File: src/nn_macros.svh
`ifndef NN_MACROS_SVH
`define NN_MACROS_SVH

// Layer geometry
`define N_IN       9
`define M_OUT      4

// Q16.16 word format
`define FX_W       32
`define FX_FRAC    16

`define RAM_DEPTH  256

// Word offsets inside the parameter RAM
`define X_BASE     0
`define W_BASE     16
`define B_BASE     64

// Register byte addresses, RAM window is 0x000 to 0x3FF
`define CTRL_ADDR  32'h400
`define STAT_ADDR  32'h404
`define RES_ADDR   32'h410

`endif

File: src/nn_pkg.sv
`include "nn_macros.svh"

package nn_pkg;

    typedef logic signed [`FX_W-1:0] fx_t;
    typedef logic [$clog2(`RAM_DEPTH)-1:0] ram_addr_t;

    typedef fx_t fx_vec_in_t [`N_IN];
    typedef fx_t fx_vec_out_t [`M_OUT];

    localparam fx_t FX_MAX = {1'b0, {(`FX_W-1){1'b1}}};
    localparam fx_t FX_MIN = {1'b1, {(`FX_W-1){1'b0}}};

    // Clamp a double-width intermediate to one word
    function automatic fx_t fx_sat(input logic signed [2*`FX_W-1:0] v);
        if (v > FX_MAX) return FX_MAX;
        if (v < FX_MIN) return FX_MIN;
        return fx_t'(v[`FX_W-1:0]);
    endfunction

    // Add with one guard bit, clamp on overflow
    function automatic fx_t fx_sat_add(input fx_t a, input fx_t b);
        logic signed [`FX_W:0] sum;
        sum = a + b;
        if (sum > FX_MAX) return FX_MAX;
        if (sum < FX_MIN) return FX_MIN;
        return fx_t'(sum[`FX_W-1:0]);
    endfunction

endpackage

File: src/layer_sequencer.sv
`timescale 1ns/1ps
`include "nn_macros.svh"

module layer_sequencer (
    input  logic                clk,
    input  logic                rst,
    input  logic                start,
    // RAM requests
    output logic                req,
    output nn_pkg::ram_addr_t   addr,
    input  logic                gnt,
    input  logic                rdata_valid,
    input  nn_pkg::fx_t         rdata,
    // Pipeline
    output logic                pipe_valid,
    output nn_pkg::fx_vec_in_t  pipe_x,
    output nn_pkg::fx_t         pipe_w [`M_OUT][`N_IN],
    output nn_pkg::fx_vec_out_t pipe_b,
    input  logic                pipe_out_valid,
    input  nn_pkg::fx_vec_out_t pipe_y,
    // Status
    output logic                busy,
    output logic                done,
    output nn_pkg::fx_vec_out_t result
);
    import nn_pkg::*;

    localparam int W_OFS = `N_IN;
    localparam int B_OFS = `N_IN + `N_IN * `M_OUT;
    localparam int N_OPS = B_OFS + `M_OUT;  // 49 reads per run
    localparam int CNT_W = $clog2(N_OPS + 1);

    typedef enum logic [1:0] {S_IDLE, S_FETCH, S_FIRE, S_WAIT} state_t;

    state_t           state;
    logic [CNT_W-1:0] iss_cnt;
    logic [CNT_W-1:0] rcv_cnt;
    fx_t              op_r [N_OPS];

    assign req        = (state == S_FETCH) && (iss_cnt < CNT_W'(N_OPS));
    assign pipe_valid = (state == S_FIRE);
    assign busy       = (state != S_IDLE);

    // Read index to RAM word address
    always_comb begin
        if (iss_cnt < CNT_W'(W_OFS)) begin
            addr = ram_addr_t'(`X_BASE + iss_cnt);
        end else if (iss_cnt < CNT_W'(B_OFS)) begin
            addr = ram_addr_t'(`W_BASE + iss_cnt - W_OFS);
        end else begin
            addr = ram_addr_t'(`B_BASE + iss_cnt - B_OFS);
        end
    end

    always_ff @(posedge clk or posedge rst) begin
        if (rst) begin
            state   <= S_IDLE;
            iss_cnt <= '0;
            rcv_cnt <= '0;
            done    <= 1'b0;
            result  <= '{default: '0};
        end else begin
            case (state)
                S_IDLE: if (start) begin
                    state   <= S_FETCH;
                    iss_cnt <= '0;
                    rcv_cnt <= '0;
                    done    <= 1'b0;
                end
                S_FETCH: begin
                    if (gnt) iss_cnt <= iss_cnt + 1'b1;
                    if (rdata_valid) begin
                        rcv_cnt <= rcv_cnt + 1'b1;
                        if (rcv_cnt == CNT_W'(N_OPS - 1)) state <= S_FIRE;
                    end
                end
                S_FIRE: state <= S_WAIT;
                S_WAIT: if (pipe_out_valid) begin
                    result <= pipe_y;
                    done   <= 1'b1;
                    state  <= S_IDLE;  // busy falls with the capture
                end
                default: state <= S_IDLE;
            endcase
        end
    end

    always_ff @(posedge clk) begin
        if (rdata_valid) op_r[rcv_cnt] <= rdata;
    end

    // Operand words fan out to the pipeline vectors
    always_comb begin
        for (int k = 0; k < `N_IN; k++) pipe_x[k] = op_r[k];
        for (int l = 0; l < `M_OUT; l++) begin
            for (int k = 0; k < `N_IN; k++) pipe_w[l][k] = op_r[W_OFS + l * `N_IN + k];
            pipe_b[l] = op_r[B_OFS + l];
        end
    end

endmodule

File: config.mk
export PLATFORM = sky130hd
export DESIGN_NAME = layer_sequencer
export DESIGN_NICKNAME = d
export VERILOG_FILES = /design/src/nn_pkg.sv /design/src/layer_sequencer.sv
export VERILOG_INCLUDE_DIRS = /design/src /design/src/src
export SDC_FILE = /design/constraint.sdc
export NUM_CORES = 1
export LEC_CHECK = 0
export BUFFER_PORTS_ARGS = -buffer_cell sky130_fd_sc_hd__buf_2
export CAP_MARGIN = 20
export CELL_PAD_IN_SITES_DETAIL_PLACEMENT = 1
export CELL_PAD_IN_SITES_GLOBAL_PLACEMENT = 2
export CORE_AREA = 2 2 720 722
export DETAILED_ROUTE_END_ITERATION = 16
export DIE_AREA = 0 0 722 724
export GPL_TIMING_DRIVEN = 0
export PLACE_DENSITY = 0.34
export SLEW_MARGIN = 20
export SYNTH_ARGS = -nofsm -noshare
export SYNTH_HDL_FRONTEND = slang
export SYNTH_SLANG_ARGS = --single-unit
File: constraint.sdc
create_clock -name clk -period 4.95 [get_ports clk]
set_input_delay 0.7425 -clock clk [delete_from_list [all_inputs] [get_ports clk]]
set_output_delay 0.7425 -clock clk [all_outputs]
set_load 0.02 [all_outputs]
==> metrics.md <==
| Metric | Value |
|---|---|
| Layout cell share with drive strength beyond 1 | `~56%` |
| First-pass GRT wire length | `roughly 390,000 um` |
| Net switching power | `~0.011 W` |
| Post-synth top area share | `just under 90%` |
| Final Critical Period | `~3.7 ns` |
| PostCTS Resize Cnt | `0` |
| Vias per inst | `between 2 and 3` |
| Sequential fraction of the synthesis area | `94.9%` |
| Layout overhead on the synthesized area | `54.6%` |
| Hold WS | `0.115 ns` |
| Antenna violations before repair | `110` |
| CTS Hold Bufs | `75` |
| Critical setup path kind | `flip-flop to primary output` |
| Die Span Y | `between 700 and 800 um` |
| Fin crit share | `approximately three quarters` |
| Drt first pass iters | `5` |
| Total track usage | `a little under an eighth` |
| Hold Vio Cnt, Final | `0` |
| Mapped Nets | `2,243` |
| Synth area leaders | `edfxtp_1 (88%), dfrtp_1 (6.7%), mux2_2 (2.7%), nor2_1 (0.40%), buf_2 (0.20%)` |
| Iter 0 DRT Violations | `~2.4k` |
| Gr ovfl total | `0` |
| Gpl congestion | `~0.73` |
| Worst R2R Start | `rcv_cnt[5]` |
| Area of the core | `0.515 mm2` |
| Net Sw Frac | `29.0%` |
| Actual slew at the worst max-slew pin | `0.982 ns` |
| CTS tree | `done` |
| Crit path DAT | `2.92 ns` |
| H-tree Lvls | `4` |
| Mapped Area | `between 0.05 and 0.06 mm2` |
| Synth area leader | `edfxtp_1` |
| Ys flop type | `edfxtp_1` |
| Dpl ws | `roughly 1 ns` |
| Post-Route WL | `321,000 um` |
| Asr flop ratio synth | `8.36%` |
| DP Wirelength | `about 250,000 um` |
| R2R depth | `9` |
| Clock power frac | `40.7%` |
| Most frequent cells in the layout | `buf_2 (1,876), edfxtp_1 (1,568), clkbuf_16 (214)` |
| Sequential share of power | `about 45%` |
| Clk_skew | `0.110 ns` |
| Fmax | `roughly 0.27 GHz` |
| CP Launch Point | `iss_cnt[0]` |
| EDFF count, synth | `around 1.6k` |
| Largest net degree at the start of global routing | `88` |
| Vias in the first global route | `32.8k` |
| Most common cell after layout, fill and taps aside | `buf_2` |
| YS warnings | `0` |
| Post-synthesis sequential element count | `1,711` |
| Unrepaired setup endpoints after global routing | `no` |
| Leakage power | `just under 30 nW` |
| CTS Buf Count | `approximately 210` |
| Clock slew at reported path FFs | `~0.060 ns` |
| Worst setup margin | `around 1.3 ns` |
| Critical path fanouts, max | `8` |
| NumNets Final | `about 4.6k` |
| Register area | `slightly above 0.05 mm2` |
| Final Max Slew Viols | `0` |
| FF-to-FF setup slack | `between 1.5 and 2 ns` |
| Logic pwr share | `between 10% and 20%` |
| Relative slew slack | `roughly a third` |
| Post-Syn Instances | `just over 2k` |
| Port bufs | `roughly 1.9k` |
| P_int | `0.0273 W` |
| Initial core utilization | `10.4%` |
| CTS root buf | `clkbuf_16` |
| DRC viols | `0` |
| Critical Path RT | `between 4 and 5 ns` |
| Cell Pwr Density | `roughly 470 mW/mm2` |
| Status | `completed` |
| Crit Reg-Reg Endpoint | `op_r[1][8]` |
| DR vias | `roughly 32k` |
| Post-CTS setup buffers | `0` |
| TritonCTS Sinks | `around 1.7k` |
| Routed Antenna Nets | `0` |
| Clock buffer depth | `4` |
| Final core utilization | `16.0%` |
| Worst Hold Class | `primary input to flip-flop` |
| Max cap viols | `0` |
| CP endpoint kind | `primary output` |
| Die Width | `approximately 720 um` |
| Last element of the critical path | `addr[1]` |
| Io pins | `1,874` |
| Die area | `approximately 0.52 mm2` |
| Filler Cell Count | `~58k` |
| Library cells used by synthesis | `between 40 and 50` |
| Worst-Skew Late Latency | `about 0.93 ns` |
| Core Rows | `264` |
| Crit start category | `flip-flop` |
| Max IR drop VDD | `~0.26 mV` |
| Routed len/inst | `around 28 um` |
| Setup violators final | `0` |
| Syn_area_per_cell | `between 20 and 30 um2` |
| Area of the multi-input gates | `around 0.0029 mm2` |
[final cells by class]
| type | instances | area share [%] |
|---|---|---|
| Buffer | 30 | 0.188 |
| Multi-Input combinational cell | 317 | 3.48 |
| Timing Repair Buffer | 2107 | 16.0 |
| Sequential cell | 1711 | 61.4 |
| Antenna cell | 113 | 0.343 |
| Clock buffer | 261 | 6.70 |
| Tap cell | 6783 | 10.3 |
| Clock inverter | 123 | 1.53 |
| Inverter | 11 | 0.0591 |
[metal layers]
metal  global-route usage [%]  wire, um  vias up
met5                        0       125        -
met4                     2.86      8310       20
met3                     3.80     27000      342
met2                     22.5    176000     1646
met1                     11.9    109000    16986
li1                         -         -    13063
[how the worst min path moves through the flow]
stage | to | cells past startpoint | start
6_report | result[74] | 2 | pipe_y[74]
3_3_place_gp | result[1] | 1 | result[1]
3_5_place_dp | result[9] | 1 | result[9]
4_1_cts | result[52] | 2 | pipe_y[52]
5_1_grt | result[112] | 2 | pipe_y[112]
2_1_floorplan | state[1] | 1 | state[1]
[synthesized netlist by cell type (4+ instances only)]
master and count:
mux2_2 129, nor2_1 57, inv_1 11, dfrtp_1 143
nand2b_1 7, a21oi_1 7, mux2i_1 4, ha_1 8
nand4_1 5, nand3_1 10, o21ai_0 11, clkbuf_1 6
nor2b_1 6, nand2_1 22, nor3_1 10, edfxtp_1 1568
xor2_1 6, xnor2_1 4, buf_2 21
[worst max-delay path, cell delays in order (launching register included)]
cell	delay (ns)
dfrtp_1	0.48
inv_1	0.15
ha_1	0.38
nand2b_1	0.14
a211oi_1	0.43
nand2_1	0.09
o21ai_0	0.09
buf_2	0.23
[cell families (layout without fill, tap and decap cells)]
kind of cell    after synthesis  in the layout  share of synthesized area [%]
flops                      1711           1711                           94.9
mux                         134            134                           2.82
other cells                   1            114                        0.00703
compound gates               33             33                          0.396
simple gates                131            131                           1.14
xor+xnor                     10             10                          0.164
buf+inv                      41           2532                          0.366
fa+ha+maj                     8              8                          0.188
[power by group through the flow]
stage	registers (W)	clock network (W)	logic, W
floorplan	0.0185	0	0.00133
global placement	0.0178	0	0.00533
detailed placement	0.0177	0	0.00570
CTS	0.0174	0.0163	0.00576
global route	0.0174	0.0167	0.00584
finish	0.0173	0.0156	0.00546
[through the flow]
stage	setup TNS (ns)	instance area [um2]	total power (W)	instances
floorplan	0	53400	0.0198	2069
CTS	0	82200	0.0394	11342
detailed placement	0	74700	0.0234	10883
global route	0	82400	0.0400	11395
global placement	-2451.80	71200	0.0231	10724
finish	0	82500	0.0384	11456
[registers in the layout, indices dropped and copies added (netlist names)]
register  count
result      128
state         2
iss_cnt       6
done          1
rcv_cnt       6
op_r       1568
Power figures use the tool's default switching activity.
