## config.mk

```make
export PLATFORM = sky130hd
export DESIGN_NAME = mem_arbiter
export DESIGN_NICKNAME = d
export VERILOG_FILES = /design/src/nn_pkg.sv /design/src/mem_arbiter.sv
export VERILOG_INCLUDE_DIRS = /design/src /design/src/src
export SDC_FILE = /design/constraint.sdc
export NUM_CORES = 1
export LEC_CHECK = 0
export BUFFER_PORTS_ARGS = -buffer_cell sky130_fd_sc_hd__clkbuf_2
export CAP_MARGIN = 20
export CORE_AREA = 2 2 88 90
export DETAILED_ROUTE_END_ITERATION = 12
export DIE_AREA = 0 0 90 92
export HOLD_SLACK_MARGIN = 0.08
export RECOVER_POWER = 100
export SLEW_MARGIN = 5
export SYNTH_ARGS = -nofsm -noshare
export SYNTH_HDL_FRONTEND = slang
export SYNTH_SLANG_ARGS = --single-unit
```

## constraint.sdc

```tcl
create_clock -name clk -period 2.2 [get_ports clk]
set_input_delay 0.55 -clock clk [delete_from_list [all_inputs] [get_ports clk]]
set_output_delay 0.55 -clock clk [all_outputs]
set_load 0.05 [all_outputs]
```

## src/nn_macros.svh

```systemverilog
`ifndef NN_MACROS_SVH
`define NN_MACROS_SVH

// Layer geometry
`define N_IN       9
`define M_OUT      4

// Q16.16 word format
`define FX_W       32
`define FX_FRAC    16

`define RAM_DEPTH  256

// Word offsets inside the parameter RAM
`define X_BASE     0
`define W_BASE     16
`define B_BASE     64

// Register byte addresses, RAM window is 0x000 to 0x3FF
`define CTRL_ADDR  32'h400
`define STAT_ADDR  32'h404
`define RES_ADDR   32'h410

`endif

```

## src/nn_pkg.sv

```systemverilog
`include "nn_macros.svh"

package nn_pkg;

    typedef logic signed [`FX_W-1:0] fx_t;
    typedef logic [$clog2(`RAM_DEPTH)-1:0] ram_addr_t;

    typedef fx_t fx_vec_in_t [`N_IN];
    typedef fx_t fx_vec_out_t [`M_OUT];

    localparam fx_t FX_MAX = {1'b0, {(`FX_W-1){1'b1}}};
    localparam fx_t FX_MIN = {1'b1, {(`FX_W-1){1'b0}}};

    // Clamp a double-width intermediate to one word
    function automatic fx_t fx_sat(input logic signed [2*`FX_W-1:0] v);
        if (v > FX_MAX) return FX_MAX;
        if (v < FX_MIN) return FX_MIN;
        return fx_t'(v[`FX_W-1:0]);
    endfunction

    // Add with one guard bit, clamp on overflow
    function automatic fx_t fx_sat_add(input fx_t a, input fx_t b);
        logic signed [`FX_W:0] sum;
        sum = a + b;
        if (sum > FX_MAX) return FX_MAX;
        if (sum < FX_MIN) return FX_MIN;
        return fx_t'(sum[`FX_W-1:0]);
    endfunction

endpackage

```

## src/mem_arbiter.sv

```systemverilog
`timescale 1ns/1ps

module mem_arbiter (
    input  logic              clk,
    input  logic              rst,
    // Host side
    input  logic              h_req,
    input  logic              h_we,
    input  nn_pkg::ram_addr_t h_addr,
    input  nn_pkg::fx_t       h_wdata,
    output logic              h_gnt,
    output logic              h_rdata_valid,
    output nn_pkg::fx_t       h_rdata,
    // Sequencer side
    input  logic              s_req,
    input  logic              s_we,
    input  nn_pkg::ram_addr_t s_addr,
    input  nn_pkg::fx_t       s_wdata,
    output logic              s_gnt,
    output logic              s_rdata_valid,
    output nn_pkg::fx_t       s_rdata,
    // RAM side
    output logic              ram_we,
    output nn_pkg::ram_addr_t ram_addr,
    output nn_pkg::fx_t       ram_wdata,
    input  nn_pkg::fx_t       ram_rdata
);
    logic s_first;  // Sequencer has priority on a tie
    logic h_rd_q;
    logic s_rd_q;

    assign h_gnt = h_req && (!s_req || !s_first);
    assign s_gnt = s_req && (!h_req || s_first);

    assign ram_we    = (h_gnt && h_we) || (s_gnt && s_we);
    assign ram_addr  = s_gnt ? s_addr : h_addr;
    assign ram_wdata = s_gnt ? s_wdata : h_wdata;

    always_ff @(posedge clk or posedge rst) begin
        if (rst) begin
            s_first <= 1'b0;
            h_rd_q  <= 1'b0;
            s_rd_q  <= 1'b0;
        end else begin
            if (h_gnt) s_first <= 1'b1;  // Flip after every grant
            if (s_gnt) s_first <= 1'b0;
            h_rd_q <= h_gnt && !h_we;
            s_rd_q <= s_gnt && !s_we;
        end
    end

    // Read data returns to whoever was granted last cycle
    assign h_rdata_valid = h_rd_q;
    assign s_rdata_valid = s_rd_q;
    assign h_rdata       = ram_rdata;
    assign s_rdata       = ram_rdata;

endmodule

```

==> impl_metrics.json, run 1 <==
{
  "topRoutingLayerUsed": "met4",
  "grt_pass1_vias": 1057,
  "finalCritPeriodShare_pct": 101,
  "place_ws_ps": -48.2,
  "placed_cell_area_um2": 1420,
  "ir_drop_mv": 0.148,
  "wl_met3_um": 647,
  "switching_share_pct": 46.7,
  "post_drt_wl_per_cell_um": 12.8,
  "slew_headroom_pct": 81.1,
  "final_cell_mix": "89 x clkbuf_2, 35 x clkbuf_8, 34 x mux2_2",
  "num-fill-cells": 787,
  "cts-root-buf": "clkbuf_8",
  "port_buffers": 130,
  "startpoint_type": "input port",
  "setup_ws_ps": -16.1,
  "io_pins": 227,
  "die_w_um": 90,
  "path_max_fanout": 32,
  "p_comb_share_pct": 75.8,
  "hold_path_class": "in2async",
  "drc_errors": 0,
  "yosys_register_bits": 3,
  "first_pass_iters": 3,
  "ys_seq_area_share_pct": 6.71,
  "grt_util_all_layers_pct": 8.20,
  "row_count": 32,
  "yosysWarningCount": 0,
  "worst_ep_required_time_ps": 1650,
  "met1_length_mm": 1.31,
  "max_slew.worst_pin.slew_ps": 285,
  "multi_input_area_um2": 526,
  "clk_latency_ps": 220,
  "p_switching_uw": 443,
  "initial_utilization_pct": 15.0,
  "p_int_uw": 507,
  "globalRouteOverflowTotal": 0,
  "globalplace.congestion": 0.682,
  "drive_above_1_share_pct": 95.4,
  "synth_cells": 121,
  "fp.dieH_um": 92,
  "fin_crit_ps": 2220,
  "max-cap-violations": 0,
  "htreeDepth": 1,
  "timing.rr.start": "s_first",
  "finalNetCount": 313,
  "synth_top_cell_area_share_pct": 43.0,
  "worstPathCellList": "clkbuf_2, inv_2, o21ai_4, buf_12, mux2_2, clkbuf_8",
  "failed_checks": "setup timing",
  "avgSynthCellArea_um2": 9.24,
  "route.vias.total": 1053,
  "postLayoutCellArea_um2": 1900,
  "clk_path_buf_depth": 2,
  "max_clock_freq_ghz": 0.451,
  "yosysTopAreaCell": "buf_4",
  "status": "finished, violations left",
  "grt_setup_unrepaired": "yes",
  "syn_to_final_growth_pct": 70.0,
  "setup_viol": 22,
  "wl_mm": 3.83,
  "worst_path_max_delay_cell": "mux2_2",
  "finalClockSkew_ps": 3.31,
  "grt_max_degree": 33,
  "power.density_nw_per_um2": 500,
  "synth_nets": 239,
  "numCtsBuffers": 3,
  "clkPwrFrac_pct": 17.2,
  "coreArea_um2": 7450,
  "ant_nets": 0,
  "yosys.cell_types.count": 12,
  "die-area_um2": 8280,
  "regArea_um2": 76.3,
  "arrival_ps": 1670,
  "setup_tns_ps": -161,
  "end_kind": "primary output",
  "drv_slew": 0,
  "crit_type": "in2out",
  "grt_antenna_before_repair": 4,
  "wl_met2_mm": 1.81,
  "grt_pass1_wl_mm": 5.33,
  "place_hpwl_mm": 3.18,
  "cts_sinks": 3,
  "startpoint": "h_req",
  "vias_per_cell": 3.51,
  "synth_area_um2": 1120,
  "crit_buf_inv": 4,
  "netlist_top_cells_area": "buf_4 43%, mux2_2 40%, dfrtp_1 6.7%",
  "cpPeakStageDelay_ps": 370,
  "clkSlewWorstSetupHoldPaths_ps": 30,
  "ctsHoldBuffers": 0,
  "drtIter0Drc": 13,
  "layout_commonest_cell": "clkbuf_2",
  "crit_family": "buffers and inverters",
  "hold_viol_final": 0,
  "cts_tree": "built",
  "pwr-share-seq_pct": 7.0,
  "total_leakage_power_uw": 0.000994
}
## through the flow
stage	cells	util (%)	total power [uW]	hold slack [ps]
global placement	290	19.0	631	399
finish	300	25.5	950	170
CTS	294	23.7	908	168
global route	297	25.4	990	182
floorplan	121	-	798	304
detailed placement	290	19.0	636	401
## power groups by stage
stage          sequential, uW  combinational (uW)  clock (uW)
3_5_place_dp             66.6                 569           0
6_report                 66.3                 721         163
5_1_grt                  66.9                 750         173
2_1_floorplan            74.1                 724           0
3_3_place_gp             66.5                 564           0
4_1_cts                  65.8                 673         170
## cells by family after synthesis
group | count (synthesis) | share of synthesized area (%)
flip-flops | 3 | 6.71
buffers and inverters | 71 | 48.7
AO/OA/AOI/OAI | 4 | 3.13
AND/OR/NAND/NOR | 3 | 1.23
multiplexers | 40 | 40.3
## flip-flops by register name, summed over array words and instances (netlist names)
| signal | count |
|---|---|
| s_first | 1 |
| s_rdata_valid | 1 |
| h_rdata_valid | 1 |
## metal layers
layer | vias up | GRT usage (%)
met3 | 18 | 5.01
met5 | - | 0
met1 | 461 | 7.92
met2 | 83 | 14.0
met4 | 0 | 3.72
li1 | 491 | -
## final cells by class
type / count / share of cell area [%]
flip-flops and latches: 3 / 4.01
diodes: 4 / 0.526
well taps: 102 / 6.71
multi-input cells: 47 / 27.6
inverters: 3 / 0.592
clock buffers: 4 / 2.37
repair buffers: 137 / 58.2
## synth_stat cells
library cell  count
o21ai_4           1
mux2_2           40
nor2_1            2
dfrtp_1           3
nor2b_1           1
a22o_1            1
a21oi_1           2
buf_4            64
buf_6             1
inv_1             2
inv_2             1
clkbuf_8          3
## timing repair
action | in CTS | in global routing
setup buffers | 0 | 1
setup endpoints to repair | 40 | 40
hold endpoints to repair | 0 | 0
resized for setup | 73 | 32
cloned | 0 | 1
## final timing paths
check                      cells after the start  slack (ps)            end
min reg2reg                                    1         520        s_first
max                                            6         -20  ram_wdata[15]
max in group asynchronous                      2        1890        s_first
min in group clk                               2         500  s_rdata_valid
max reg2reg                                    4        1120  s_rdata_valid
min                                            2         170        s_first
Power figures use the tool's default switching activity.
==> run 2, diff against run 1 <==
- SKIP_LAST_GASP: not set -> 1
==> run 2 against run 1 <==
  * The flow still finishes with violations (setup timing)
  * First-iteration DRC count fell by 7.7%
  * Total power shrank 13%
  * Combinational power is 17% lower
  * Die area unchanged
  * Design area shrank 17%
  * Setup slack worse by 0.52 ps
  * Sequential cell count stayed put
  * Hold slack better by 1.1 ps
  * Clock skew about the same
  * Global-route usage decreased by 0.24 points
  * Largest power group unchanged
==> impl_metrics.json, run 2 (synthesis gave the netlist of run 1 again) <==
{
  "status": "finished, violations left",
  "failed_checks": "setup timing",
  "setup_viol": 16,
  "initial_utilization_pct": 15.0,
  "arrival_ps": 1670,
  "numCtsBuffers": 3,
  "crit_buf_inv": 4,
  "hold_path_class": "in2async",
  "grt_setup_unrepaired": "yes",
  "port_buffers": 130,
  "cts_sinks": 3,
  "startpoint_type": "input port",
  "finalNetCount": 311,
  "vias_per_cell": 3.46,
  "globalplace.congestion": 0.682,
  "slew_headroom_pct": 59.7,
  "cts_resized": 40,
  "wl_mm": 3.64,
  "die-area_um2": 8280,
  "post-cts-setup-buffer-count": 0,
  "fp.dieH_um": 92,
  "final_cell_mix": "88 x clkbuf_2, 40 x mux2_2, 40 x clkbuf_4",
  "coreArea_um2": 7450,
  "syn_to_final_growth_pct": 40.4,
  "hold_viol_final": 0,
  "route.vias.total": 1032,
  "grt_pass1_wl_mm": 5.16,
  "fin_crit_ps": 2220,
  "clk_latency_ps": 220,
  "path_max_fanout": 32,
  "clkSlewWorstSetupHoldPaths_ps": 30,
  "max-cap-violations": 0,
  "grt_max_degree": 33,
  "drtIter0Drc": 12,
  "worst_ep_required_time_ps": 1650,
  "power.density_nw_per_um2": 529,
  "end_kind": "primary output",
  "htreeDepth": 1,
  "setup_ws_ps": -16.7,
  "whs_ps": 172,
  "first_pass_iters": 3,
  "layout_commonest_cell": "clkbuf_2",
  "row_count": 32,
  "ant_nets": 0,
  "max_slew.worst_pin.slew_ps": 607,
  "worst_path_max_delay_cell": "mux2_2",
  "max_clock_freq_ghz": 0.451,
  "ctsHoldBuffers": 0,
  "drive_above_1_share_pct": 93.2,
  "power.total_uw": 830,
  "finalClockSkew_ps": 3.10,
  "drc_errors": 0,
  "cts_tree": "built",
  "cts-root-buf": "clkbuf_8",
  "finalCritPeriodShare_pct": 101,
  "total_leakage_power_uw": 0.000834,
  "post_drt_wl_per_cell_um": 12.2,
  "crit_type": "in2out",
  "globalRouteOverflowTotal": 0,
  "drv_slew": 0,
  "ir_drop_mv": 0.144,
  "grt_pass1_vias": 994,
  "io_pins": 227,
  "crit_family": "buffers and inverters",
  "cpPeakStageDelay_ps": 360,
  "grt_antenna_before_repair": 4,
  "place_hpwl_mm": 3.18,
  "worstPathCellList": "clkbuf_2, inv_1, o21ai_4, buf_12, mux2_2, clkbuf_4",
  "die_w_um": 90,
  "grt_util_all_layers_pct": 7.96,
  "clk_path_buf_depth": 2
}
-- run 2: cell types whose count changed in the layout (fill, tap and decap cells not counted), sizes merged --
cell | before | now
buf | 15 | 5
clkbuf | 126 | 134
-- run 2: worst reg2reg max path, cell delays in order (launching register included) --
cell     delay (ps)
dfrtp_1         430
o21ai_4         210
buf_4           220
nor2_1           50
-- run 2: metrics by stage --
step                setup slack, ps  cells  TNS [ps]  cell area [um^2]  utilization, %
finish                        -16.7    298      -105              1570            21.1
global route                  -97.4    295     -3160              1560            21.0
CTS                           -27.1    294      -333              1560            21.0
detailed placement            -48.2    290     -1120              1420            19.0
global placement              -34.1    290      -585              1420            19.0
floorplan                      18.5    121         0              1120               -
-- run 2: final timing paths --
check / from / slack, ps / cells past startpoint / endpoint
setup / recovery: h_req / -20 / 6 / ram_addr[0]
hold / removal: rst / 170 / 2 / s_first
setup reg to reg: s_first / 1180 / 3 / s_rdata_valid
hold reg to reg: s_first / 570 / 1 / s_first
max in group asynchronous: rst / 1900 / 2 / h_rdata_valid
min in group clk: s_we / 500 / 2 / s_rdata_valid
-- run 2: where the power goes --
part	leakage, uW	total [uW]	internal, uW	switching (uW)
Sequential	0.0000377	65.8	60.5	5.22
Clock	0.0000228	163	124	39.2
Combinational	0.000773	602	223	378
-- run 2: per-layer routing --
metal	wire length (um)	track usage (%)	part of all wire, %
met5	0	0	0
met4	63	3.72	1.7
met3	682	5.59	19
met2	1670	12.9	46
met1	1230	7.72	34
-- run 2: final cells by class --
| cell class | count | area, um^2 |
|---|---|---|
| Antenna cell | 4 | 10.0 |
| Clock buffer | 4 | 45.0 |
| Fill cell | 829 | 5880 |
| Inverter | 3 | 11.3 |
| Multi-Input combinational cell | 47 | 503 |
| Sequential cell | 3 | 75.1 |
| Tap cell | 102 | 128 |
| Timing Repair Buffer | 135 | 798 |
