==> config.mk <==
export PLATFORM = sky130hd
export DESIGN_NAME = axil_slave
export DESIGN_NICKNAME = d
export VERILOG_FILES = /design/src/nn_pkg.sv /design/src/axil_slave.sv
export VERILOG_INCLUDE_DIRS = /design/src /design/src/src
export SDC_FILE = /design/constraint.sdc
export NUM_CORES = 1
export LEC_CHECK = 0
export BUFFER_PORTS_ARGS = -buffer_cell sky130_fd_sc_hd__buf_4
export CORE_AREA = 5 5 136 138
export CTS_CLUSTER_SIZE = 24
export DETAILED_ROUTE_END_ITERATION = 12
export DIE_AREA = 0 0 141 143
export PLACE_DENSITY = 0.56
export SETUP_SLACK_MARGIN = 0.05
export SLEW_MARGIN = 0
export SYNTH_ARGS = -nofsm -noshare
export SYNTH_HDL_FRONTEND = slang
export SYNTH_SLANG_ARGS = --single-unit
==> constraint.sdc <==
create_clock -name clk -period 2.9 [get_ports clk]
set_input_delay 0.29 -clock clk [delete_from_list [all_inputs] [get_ports clk]]
set_output_delay 0.29 -clock clk [all_outputs]
set_load 0.005 [all_outputs]
==> src/nn_macros.svh <==
`ifndef NN_MACROS_SVH
`define NN_MACROS_SVH

// Layer geometry
`define N_IN       9
`define M_OUT      4

// Q16.16 word format
`define FX_W       32
`define FX_FRAC    16

`define RAM_DEPTH  256

// Word offsets inside the parameter RAM
`define X_BASE     0
`define W_BASE     16
`define B_BASE     64

// Register byte addresses, RAM window is 0x000 to 0x3FF
`define CTRL_ADDR  32'h400
`define STAT_ADDR  32'h404
`define RES_ADDR   32'h410

`endif

==> src/nn_pkg.sv <==
`include "nn_macros.svh"

package nn_pkg;

    typedef logic signed [`FX_W-1:0] fx_t;
    typedef logic [$clog2(`RAM_DEPTH)-1:0] ram_addr_t;

    typedef fx_t fx_vec_in_t [`N_IN];
    typedef fx_t fx_vec_out_t [`M_OUT];

    localparam fx_t FX_MAX = {1'b0, {(`FX_W-1){1'b1}}};
    localparam fx_t FX_MIN = {1'b1, {(`FX_W-1){1'b0}}};

    // Clamp a double-width intermediate to one word
    function automatic fx_t fx_sat(input logic signed [2*`FX_W-1:0] v);
        if (v > FX_MAX) return FX_MAX;
        if (v < FX_MIN) return FX_MIN;
        return fx_t'(v[`FX_W-1:0]);
    endfunction

    // Add with one guard bit, clamp on overflow
    function automatic fx_t fx_sat_add(input fx_t a, input fx_t b);
        logic signed [`FX_W:0] sum;
        sum = a + b;
        if (sum > FX_MAX) return FX_MAX;
        if (sum < FX_MIN) return FX_MIN;
        return fx_t'(sum[`FX_W-1:0]);
    endfunction

endpackage

==> src/axil_slave.sv <==
`timescale 1ns/1ps
`include "nn_macros.svh"

module axil_slave (
    input  logic                clk,
    input  logic                rst,
    input  logic [31:0]         awaddr,
    input  logic                awvalid,
    output logic                awready,
    input  logic [31:0]         wdata,
    input  logic [3:0]          wstrb,
    input  logic                wvalid,
    output logic                wready,
    output logic [1:0]          bresp,
    output logic                bvalid,
    input  logic                bready,
    input  logic [31:0]         araddr,
    input  logic                arvalid,
    output logic                arready,
    output logic [31:0]         rdata,
    output logic [1:0]          rresp,
    output logic                rvalid,
    input  logic                rready,
    // Arbiter port
    output logic                mem_req,
    output logic                mem_we,
    output nn_pkg::ram_addr_t   mem_addr,
    output nn_pkg::fx_t         mem_wdata,
    input  logic                mem_gnt,
    input  logic                mem_rdata_valid,
    input  nn_pkg::fx_t         mem_rdata,
    // Sequencer
    output logic                start,
    input  logic                busy,
    input  logic                done,
    input  nn_pkg::fx_vec_out_t result
);
    import nn_pkg::*;

    localparam logic [1:0] RESP_OKAY   = 2'b00;
    localparam logic [1:0] RESP_SLVERR = 2'b10;

    typedef enum logic [2:0] {S_IDLE, S_WMEM, S_RMEM, S_RDAT, S_BRESP, S_RRESP} state_t;

    state_t state;
    logic   wr_acc;
    logic   rd_acc;
    logic   full_strb;
    logic   aw_ram, aw_ctrl, aw_reg;
    logic   ar_ram, ar_ctrl, ar_stat, ar_res;

    // Writes win when both arrive together
    assign wr_acc  = (state == S_IDLE) && awvalid && wvalid;
    assign rd_acc  = (state == S_IDLE) && arvalid && !(awvalid && wvalid);
    assign awready = wr_acc;
    assign wready  = wr_acc;
    assign arready = rd_acc;

    assign full_strb = (wstrb == 4'hF);  // Partial strobes are dropped

    assign aw_ram  = awaddr < `CTRL_ADDR;
    assign aw_ctrl = awaddr == `CTRL_ADDR;
    assign aw_reg  = (awaddr == `STAT_ADDR) ||
                     (awaddr >= `RES_ADDR && awaddr < `RES_ADDR + 4 * `M_OUT);
    assign ar_ram  = araddr < `CTRL_ADDR;
    assign ar_ctrl = araddr == `CTRL_ADDR;
    assign ar_stat = araddr == `STAT_ADDR;
    assign ar_res  = araddr >= `RES_ADDR && araddr < `RES_ADDR + 4 * `M_OUT;

    assign bvalid  = (state == S_BRESP);
    assign rvalid  = (state == S_RRESP);
    assign mem_req = (state == S_WMEM) || (state == S_RMEM);
    assign mem_we  = (state == S_WMEM);

    always_ff @(posedge clk or posedge rst) begin
        if (rst) begin
            state <= S_IDLE;
            start <= 1'b0;
        end else begin
            start <= 1'b0;
            case (state)
                S_IDLE: begin
                    if (wr_acc) begin
                        state <= (aw_ram && full_strb) ? S_WMEM : S_BRESP;
                        if (aw_ctrl && full_strb && wdata[0] && !busy) start <= 1'b1;
                    end else if (rd_acc) begin
                        state <= ar_ram ? S_RMEM : S_RRESP;
                    end
                end
                S_WMEM:  if (mem_gnt) state <= S_BRESP;
                S_RMEM:  if (mem_gnt) state <= S_RDAT;
                S_RDAT:  if (mem_rdata_valid) state <= S_RRESP;
                S_BRESP: if (bready) state <= S_IDLE;
                S_RRESP: if (rready) state <= S_IDLE;
                default: state <= S_IDLE;
            endcase
        end
    end

    // Address, data and response fields
    always_ff @(posedge clk) begin
        if (wr_acc) begin
            mem_addr  <= awaddr[2 +: $bits(ram_addr_t)];
            mem_wdata <= wdata;
            bresp     <= (aw_ram || aw_ctrl || aw_reg) ? RESP_OKAY : RESP_SLVERR;
        end
        if (rd_acc) begin
            mem_addr <= araddr[2 +: $bits(ram_addr_t)];
            rresp    <= (ar_ram || ar_ctrl || ar_stat || ar_res) ? RESP_OKAY : RESP_SLVERR;
            if (ar_stat)     rdata <= {30'b0, done, busy};
            else if (ar_res) rdata <= result[araddr[2 +: $clog2(`M_OUT)]];
            else             rdata <= '0;
        end
        if (state == S_RDAT && mem_rdata_valid) rdata <= mem_rdata;
    end

endmodule

==> impl_metrics.tcl, run 1 <==
set metrics [dict create \
    status "finished clean" \
    cts-resized-gates 0 \
    peakVddDrop_mv 0.261 \
    r2r_slack_ns 0.67 \
    avgSynthCellArea_sq_um 12.4 \
    p_per_area_nw_per_um2 516 \
    slew_violations 0 \
    synth-seq-cells 78 \
    crit_path_start_kind "register" \
    yosysTopAreaCell "edfxtp_1" \
    met3_length_mm 1.21 \
    fin_util 0.428 \
    path_max_fanout 14 \
    start_util 0.241 \
    wl_per_cell_um 19.6 \
    stdcell_count 907 \
    final_antenna_net_count 0 \
    dieArea_sq_um 20200 \
    cts_tree "built" \
    holdCritPathClass "in -> reg" \
    finalSetupViolations 0 \
    startpoint "state[0]" \
    drt-total-wl_mm 17.8 \
    synthToLayoutAreaGrowth_pct 78.0 \
    ys_seq_area_frac 0.566 \
    synth_top_area_frac 0.541 \
    worstMarginPinSlew_ns 0.761 \
    whs_ns 0.121 \
    drive_gt1_frac 0.598 \
    required_ns 2.61 \
    netlist_area_sq_um 4110 \
    synth.most_common_cell "nand2_1" \
    num-fill-cells 1660 \
    cts_buffer_depth 2 \
    p_leak_uw 0.00323 \
    track_usage 0.167 \
    cts_hold_buffers 1 \
    grt_pass1_vias 4469 \
    drt-vias-per-instance 4.54 \
    std_cell_rows 48 \
    htree_levels 3 \
    ys_top_cells_by_area "edfxtp_1 54%, mux4_2 18%, nand2_1 8.8%" \
    post_cts_buffers 0 \
    clkSinkCount 78 \
    drc 0 \
    async_flop_share 0.0513 \
    wl_met2_mm 9.79 \
    drtIter0Drc 181 \
    final_area_sq_um 7310 \
    rsz0062_at_grt "no" \
    synth_edf_count 74 \
    antenna_found_initial 0 \
    hold_viol 0 \
    period_minus_slack_ns 2.45 \
    max_clock_freq_mhz 408 \
    synth_warnings 0 \
    io_buffers 352 \
    finalClockSkew_ns 0.00839 \
    synth_ff_type "edfxtp_1" \
    crit_type "reg -> out" \
    clk_latency_ns 0.34 \
    dr.max_layer_used "met4" \
    dpl.hpwl_mm 14.9 \
    fin_tns_setup_ns 0 \
    routabilityCongestion 0.891 \
    synthCells 331 \
    cts.clk_slew.worst_paths_ns 0.06 \
    place_inst 890 \
    ys_types 37 \
    fp.dieW_um 141 \
    min_from "wdata[6]" \
    root_buffer "clkbuf_16" \
    max_cap_viol_count 0 \
    placed_area_sq_um 6980 \
    worstPathArrival_ns 2.16 \
    num_antenna_cells 0 \
    r2r-end "state[0]" \
    first_pass_iters 4 \
    grt_overflow_total 0 \
    fin_crit_sh 0.845 \
    slew_headroom 0.491 \
    critPathCapture "arready" \
    numCtsBuffers 9 \
    grt_max_degree 37 \
    synth_commonest_cells "96 x nand2_1, 74 x edfxtp_1, 32 x mux4_2, 32 x o21ai_0, 18 x clkbuf_1" \
    fin_nets 948 \
    num_vias 4120 \
    wl_met1_mm 6.59 \
    worstReg2RegStart "state[0]" \
    core_sq_um 17100 \
    pin_count 355 \
    reg2reg_depth 5 \
    grt_pass1_wl_mm 25.5 \
    die_y_um 143 \
    cp-end-kind "output pin" \
]
==> how the worst min path moves through the flow <==
| stage | endpoint | depth (start not counted) |
|---|---|---|
| floorplan | start | 1 |
| global placement | state[2] | 2 |
| detailed placement | state[2] | 2 |
| CTS | mem_wdata[6] | 1 |
| global route | mem_wdata[1] | 1 |
| finish | mem_wdata[6] | 1 |
==> placed cells by master (no fill, tap or decap), drive strengths merged, types with 4 or more instances in the layout <==
cell | netlist | final
nor2 | 6 | 6
nor3 | 4 | 4
o21ai | 37 | 37
nor4 | 12 | 12
or4 | 5 | 5
clkbuf | 18 | 11
buf | 7 | 358
edfxtp | 74 | 74
inv | 3 | 4
dfrtp | 4 | 4
mux4 | 32 | 32
nand2 | 96 | 96
==> final cells by class <==
class,instances,area [sq um],share of cell area
timing repair buffer,359,2710,0.371
clock buffer,11,233,0.0318
inverter,4,15.0,0.00205
tap,225,282,0.0385
sequential,78,2320,0.318
multi-input combinational,225,1660,0.228
clock inverter,5,82.6,0.0113
==> worst max-delay path, stage by stage, from the launching register on <==
cell      delay [ns]
dfrtp_1         0.57
nor3_1          0.14
nand3_1         0.36
clkinv_1        0.46
buf_4           0.28
==> registers in the layout, summed over array words and instances (netlist names) <==
signal	count
rresp	1
rdata	32
state	3
start	1
bresp	1
mem_wdata	32
mem_addr	8
==> logic make-up (layout without fill, tap and decap cells) <==
group,count (synthesis),in the layout,synth area share
simple gates,141,141,0.157
buf+inv,29,379,0.0302
compound gates,48,48,0.0667
xor+xnor,1,1,0.00213
other cells,1,2,0.000913
mux,33,33,0.178
flops,78,78,0.566
==> metal layers <==
| metal | vias up | track usage |
|---|---|---|
| met3 | 14 | 0.0375 |
| met5 | - | 0 |
| met2 | 183 | 0.308 |
| li1 | 1951 | - |
| met1 | 1972 | 0.193 |
| met4 | 0 | 0.0500 |
==> stage by stage <==
stage	total power, uW	setup WS [ns]
after global placement	2590	0.663
final	3770	0.448
after floorplan	1900	0.597
after CTS	3840	0.384
after detailed placement	2600	0.623
after global routing	3950	0.261
==> power by group <==
part	internal (uW)	switching (uW)	total, uW
logic	592	424	1020
registers	1450	91.6	1540
clock network	758	456	1210
Power figures use the tool's default switching activity.
==> inputs of run 2 (changes only) <==
Settings changed: PLACE_DENSITY 0.56 to 0.58.
Clock period 2.9 ns to 2.1 ns, I/O delays scaled along.
==> run 2 against run 1 <==
Via count rose by 2.3%. Clock skew fell by 0.0017 ns. Combinational power rose by 52%. Sequential share of layout area fell by 0.73 points. Critical endpoint is now wready. Clock power rose by 50%.
==> impl_metrics.tcl, run 2 (synthesis gave the netlist of run 1 again) <==
set metrics [dict create \
    rsz0062_at_grt "no" \
    first_pass_iters 4 \
    fin_ws_ns 0.208 \
    num_antenna_cells 0 \
    stdcell_count 920 \
    critical-path-top-delay-family "simple AND/OR/NAND/NOR gates" \
    final_cell_mix "367 x buf_4, 95 x nand2_1, 74 x edfxtp_1" \
    pre_cts_ws_ns -0.0940 \
    io_buffers 352 \
    required_ns 1.89 \
    cp_num_buf_inv 2 \
    p_leak_uw 0.00331 \
    synthToLayoutAreaGrowth_pct 82.1 \
    period_minus_slack_ns 1.89 \
    std_cell_rows 48 \
    max_clock_freq_mhz 529 \
    comb_power_share 0.285 \
    drt-vias-per-instance 4.58 \
    holdCritPathClass "in -> reg" \
    root_buffer "clkbuf_16" \
    core_sq_um 17100 \
    final_antenna_net_count 0 \
    finalClockSkew_ns 0.00672 \
    fp.dieW_um 141 \
    grt_max_degree 37 \
    cp-end-kind "output pin" \
    worstMarginPinSlew_ns 0.533 \
    num_vias 4216 \
    start_util 0.241 \
    grt_pass1_wl_mm 26.3 \
    dieArea_sq_um 20200 \
    drc 0 \
    power_frac_clock 0.332 \
    whs_ns 0.0459 \
    crit_type "reg -> out" \
    cts_tree "built" \
    numCtsBuffers 9 \
    cts.clk_slew.worst_paths_ns 0.06 \
    drtIter0Drc 206 \
    fin_nets 961 \
    drt-total-wl_mm 18.2 \
    max_cap_viol_count 0 \
    crit_path_start_kind "register" \
    fin_crit_sh 0.901 \
    die_y_um 143 \
    routabilityCongestion 0.918 \
    pin_count 355 \
    crit_slowest_cell "dfrtp_1" \
    switching_share 0.255 \
    grt_overflow_total 0 \
    peakVddDrop_mv 0.354 \
    cp_cell_sequence "nor3_1 > and3_2 > buf_12 > buf_4" \
    path_max_fanout 36 \
    slew_violations 0 \
    wl_per_cell_um 19.8 \
    p_int_uw 4060 \
    grt_pass1_vias 4543 \
    finalSetupViolations 0 \
    worstPathArrival_ns 1.68 \
    status "finished clean" \
    final_common_cell "buf_4" \
    num-fill-cells 1661 \
    p_per_area_nw_per_um2 729 \
    critPathMaxStageDelay_ns 0.43 \
    cts_buffer_depth 2 \
    clkSinkCount 78 \
    track_usage 0.171 \
    drive_gt1_frac 0.612 \
    largestRegisters "mem_wdata x32, rdata x32, mem_addr x8" \
    p_sw_uw 1390 \
    place_inst 900 \
    clk_latency_ns 0.33 \
    antenna_found_initial 0 \
    htree_levels 3 \
    hold_viol 0 \
    p_seq_frac 0.383 \
    dpl.hpwl_mm 15.3 \
    slew_headroom 0.641 \
]
==> run 2: worst paths after layout <==
path                            cells past startpoint       from       endpoint  slack, ns
worst min register to register                      1   state[2]       state[0]       0.58
worst max-delay path                                4   state[1]         wready       0.21
worst min-delay path                                1  wdata[28]  mem_wdata[28]       0.05
min in group asynchronous                           3        rst          start       0.32
worst max register to register                      6   state[2]       state[0]       0.35
max in group asynchronous                           3        rst       state[1]       1.62
==> run 2: stage by stage <==
step                      TNS (ns)  total power, uW   util  area, sq um
after floorplan                  0             2630      -         4110
after detailed placement     -1.24             3670  0.416         7100
after global routing             0             5700  0.439         7480
final                            0             5450  0.439         7480
after CTS                        0             5500  0.437         7450
after global placement      -0.905             3650  0.416         7100
==> run 2: what timing repair did <==
item,CTS,global route
endpoints found under the hold margin,4,0
resized for setup,0,1
endpoints found under the setup margin,0,1
buffers inserted,0,3
hold buffers,1,0
==> run 2: cell type report <==
class,instances,area (sq um),area share
inverter,4,18.8,0.00251
clock buffer,9,225,0.0301
clock inverter,7,119,0.0159
sequential,78,2320,0.310
multi-input combinational,225,1670,0.223
tap,225,282,0.0376
timing repair buffer,372,2850,0.380
==> run 2: worst reg2reg max path: cells and delay by family, from the launching register on <==
family          cells  cell delay (ns)
flops               1             0.44
compound gates      2             0.44
buf+inv             2             0.41
simple gates        2             0.34
==> run 2: power by group through the flow <==
stage                     registers (uW)  clock network (uW)  logic [uW]
after floorplan                     2120                   0         502
final                               2090                1810        1550
after CTS                           2090                1860        1550
after global placement              2110                   0        1530
after detailed placement            2120                   0        1540
after global routing                2110                1920        1670
==> run 2: layer usage <==
| metal | share of wire | wire, um | track usage |
|---|---|---|---|
| met1 | 0.38 | 6990 | 0.200 |
| met2 | 0.54 | 9790 | 0.311 |
| met3 | 0.061 | 1110 | 0.0415 |
| met4 | 0.020 | 357 | 0.0520 |
| met5 | 0 | 0 | 0 |
==> inputs of run 3 (changes only) <==
Settings changed: ABC_AREA set to 1, CORE_AREA 5 5 136 138 to 5 5 133 135, DIE_AREA 0 0 141 143 to 0 0 138 140, PLACE_DENSITY 0.58 to 0.62, SLEW_MARGIN 0 to not set.
==> run 3 against run 2 <==
Die area fell by 4.2%. Synthesized area is 5.1% higher. Largest cell class unchanged. Worst setup slack improved by 0.022 ns. Combinational power is essentially flat. Sequential power hardly changed. Sequential cell count unchanged. Fmax increased by 1.2%. Via count up 16%. Wire length rose by 3.0%. Cell count up 15%.
==> impl_metrics.tcl, run 3 <==
set metrics [dict create \
    finalSetupViolations 0 \
    synth.most_common_cell "nor2_1" \
    clkSinkCount 78 \
    hold_end "mem_wdata[24]" \
    critical-path-top-delay-family "simple AND/OR/NAND/NOR gates" \
    drt-vias-per-instance 4.62 \
    grt_max_degree 38 \
    std_cell_rows 47 \
    cp_cell_sequence "nor2_1 > nand2_2 > nor2_4 > buf_12 > buf_4" \
    drc 0 \
    dieArea_sq_um 19300 \
    ys_top_cells_by_area "edfxtp_1 51%, nor2_1 9.0%, nand2_1 7.7%" \
    p_leak_uw 0.00341 \
    grt_pass1_vias 4922 \
    synthToLayoutAreaGrowth_pct 74.7 \
    grt_util_met3 0.0470 \
    cp-end-kind "output pin" \
    fp.dieW_um 138 \
    cts-resized-gates 0 \
    synth_warnings 0 \
    antenna_found_initial 0 \
    ys_types 35 \
    reg2reg_depth 6 \
    final_cell_mix "360 x buf_4, 103 x nor2_1, 89 x nand2_1" \
    stdcell_count 1055 \
    holdCritPathClass "in -> reg" \
    slew_headroom 0.500 \
    num_antenna_cells 0 \
    max_cap_viol_count 0 \
    drt-total-wl_mm 18.8 \
    min_from "wdata[24]" \
    synth_edf_count 74 \
    crit_slowest_cell "dfrtp_1" \
    cp_num_buf_inv 2 \
    worstReg2RegStart "state[0]" \
    synth_top_area_frac 0.515 \
    netlist_area_sq_um 4320 \
    rsz0062_at_grt "no" \
    slew_violations 0 \
    use_met1 0.215 \
    crit_path_start_kind "register" \
    synth_ff_type "edfxtp_1" \
    max_clock_freq_mhz 535 \
    status "finished clean" \
    peakVddDrop_mv 0.349 \
    finalPower_uw 5260 \
    cts_buffer_depth 2 \
    path_max_fanout 37 \
    fin_nets 1101 \
    grt_overflow_total 0 \
    cts.clk_slew.worst_paths_ns 0.07 \
    first_pass_iters 5 \
    routabilityCongestion 0.869 \
    finalClockSkew_ns 0.00515 \
    pin_count 355 \
    hold_viol 0 \
    fin_tns_setup_ns 0 \
    io_buffers 352 \
    r2r_slack_ns 0.37 \
    numCtsBuffers 9 \
    cts_tree "built" \
    place_inst 1038 \
    track_usage 0.186 \
    async_flop_share 0.0513 \
    yosysTopAreaCell "edfxtp_1" \
    crit_type "reg -> out" \
    avgSynthCellArea_sq_um 9.01 \
    period_minus_slack_ns 1.87 \
    r2r-end "rdata[19]" \
    root_buffer "clkbuf_16" \
    drive_gt1_frac 0.490 \
    synthCells 479 \
    worstMarginPinSlew_ns 0.749 \
    hold_depth 1 \
    die_y_um 140 \
    gr-max-usage-layer "met2" \
    grt_use_met2 0.331 \
    whs_ns 0.0450 \
    grt_pass1_wl_mm 28.2 \
    required_ns 1.89 \
    drtIter0Drc 316 \
    p_per_area_nw_per_um2 698 \
    final_antenna_net_count 0 \
    dpl.hpwl_mm 15.6 \
    largestRegisters "mem_wdata x32, rdata x32, mem_addr x8" \
    wl_per_cell_um 17.8 \
    core_sq_um 16300 \
    fin_crit_sh 0.890 \
    num_vias 4871 \
    critPathMaxStageDelay_ns 0.45 \
    clk_latency_ns 0.34 \
    worstPathArrival_ns 1.66 \
    synth-seq-cells 78 \
    synth_commonest_cells "103 x nor2_1, 89 x nand2_1, 74 x edfxtp_1, 38 x o21ai_0, 30 x o21ai_1" \
    final_common_cell "buf_4" \
    crit_cells 5 \
    start_util 0.264 \
    htree_levels 3 \
    ys_seq_area_frac 0.538 \
]
[run 3: routing by layer]
layer,part of all wire,vias to the layer above
met5,0,-
met4,0.028,0
met3,0.078,33
met2,0.52,236
met1,0.38,2217
li1,-,2385
[run 3: per-stage QoR]
stage	utilization	area (sq um)	setup slack (ns)
after global placement	0.442	7230	0.338
after global routing	0.461	7540	0.111
after CTS	0.461	7540	0.210
final	0.461	7540	0.231
after floorplan	-	4320	0.0595
after detailed placement	0.442	7230	0.269
[run 3: logic make-up after synthesis]
group,after synthesis,synth area share
simple gates,237,0.236
buf+inv,55,0.0603
compound gates,108,0.165
other cells,1,0.000869
flops,78,0.538
[run 3: where the power goes]
group          total (uW)  switching, uW  internal (uW)
clock network        1640            703            941
logic                1530            721            812
registers            2080           89.8           1990
total                5260           1510           3750
[run 3: area by class of cell]
cell class	count	area (sq um)
Clock inverter	7	80.1
Inverter	29	109
Timing Repair Buffer	365	2790
Clock buffer	9	225
Sequential cell	78	2320
Tap cell	220	275
Fill cell	1653	8810
Multi-Input combinational cell	347	1740
[run 3: worst max-delay path by stage]
stage	start	end
finish	state[0]	wready
global route	state[0]	arready
CTS	state[0]	wready
detailed placement	araddr[3]	rdata[1]
global placement	araddr[3]	rdata[0]
floorplan	state[0]	rdata[0]
[run 3: timing repair]
item	4_1_cts	5_1_grt
endpoints found under the hold margin	4	0
hold buffers	1	0
endpoints found under the setup margin	0	0
setup buffers	0	0
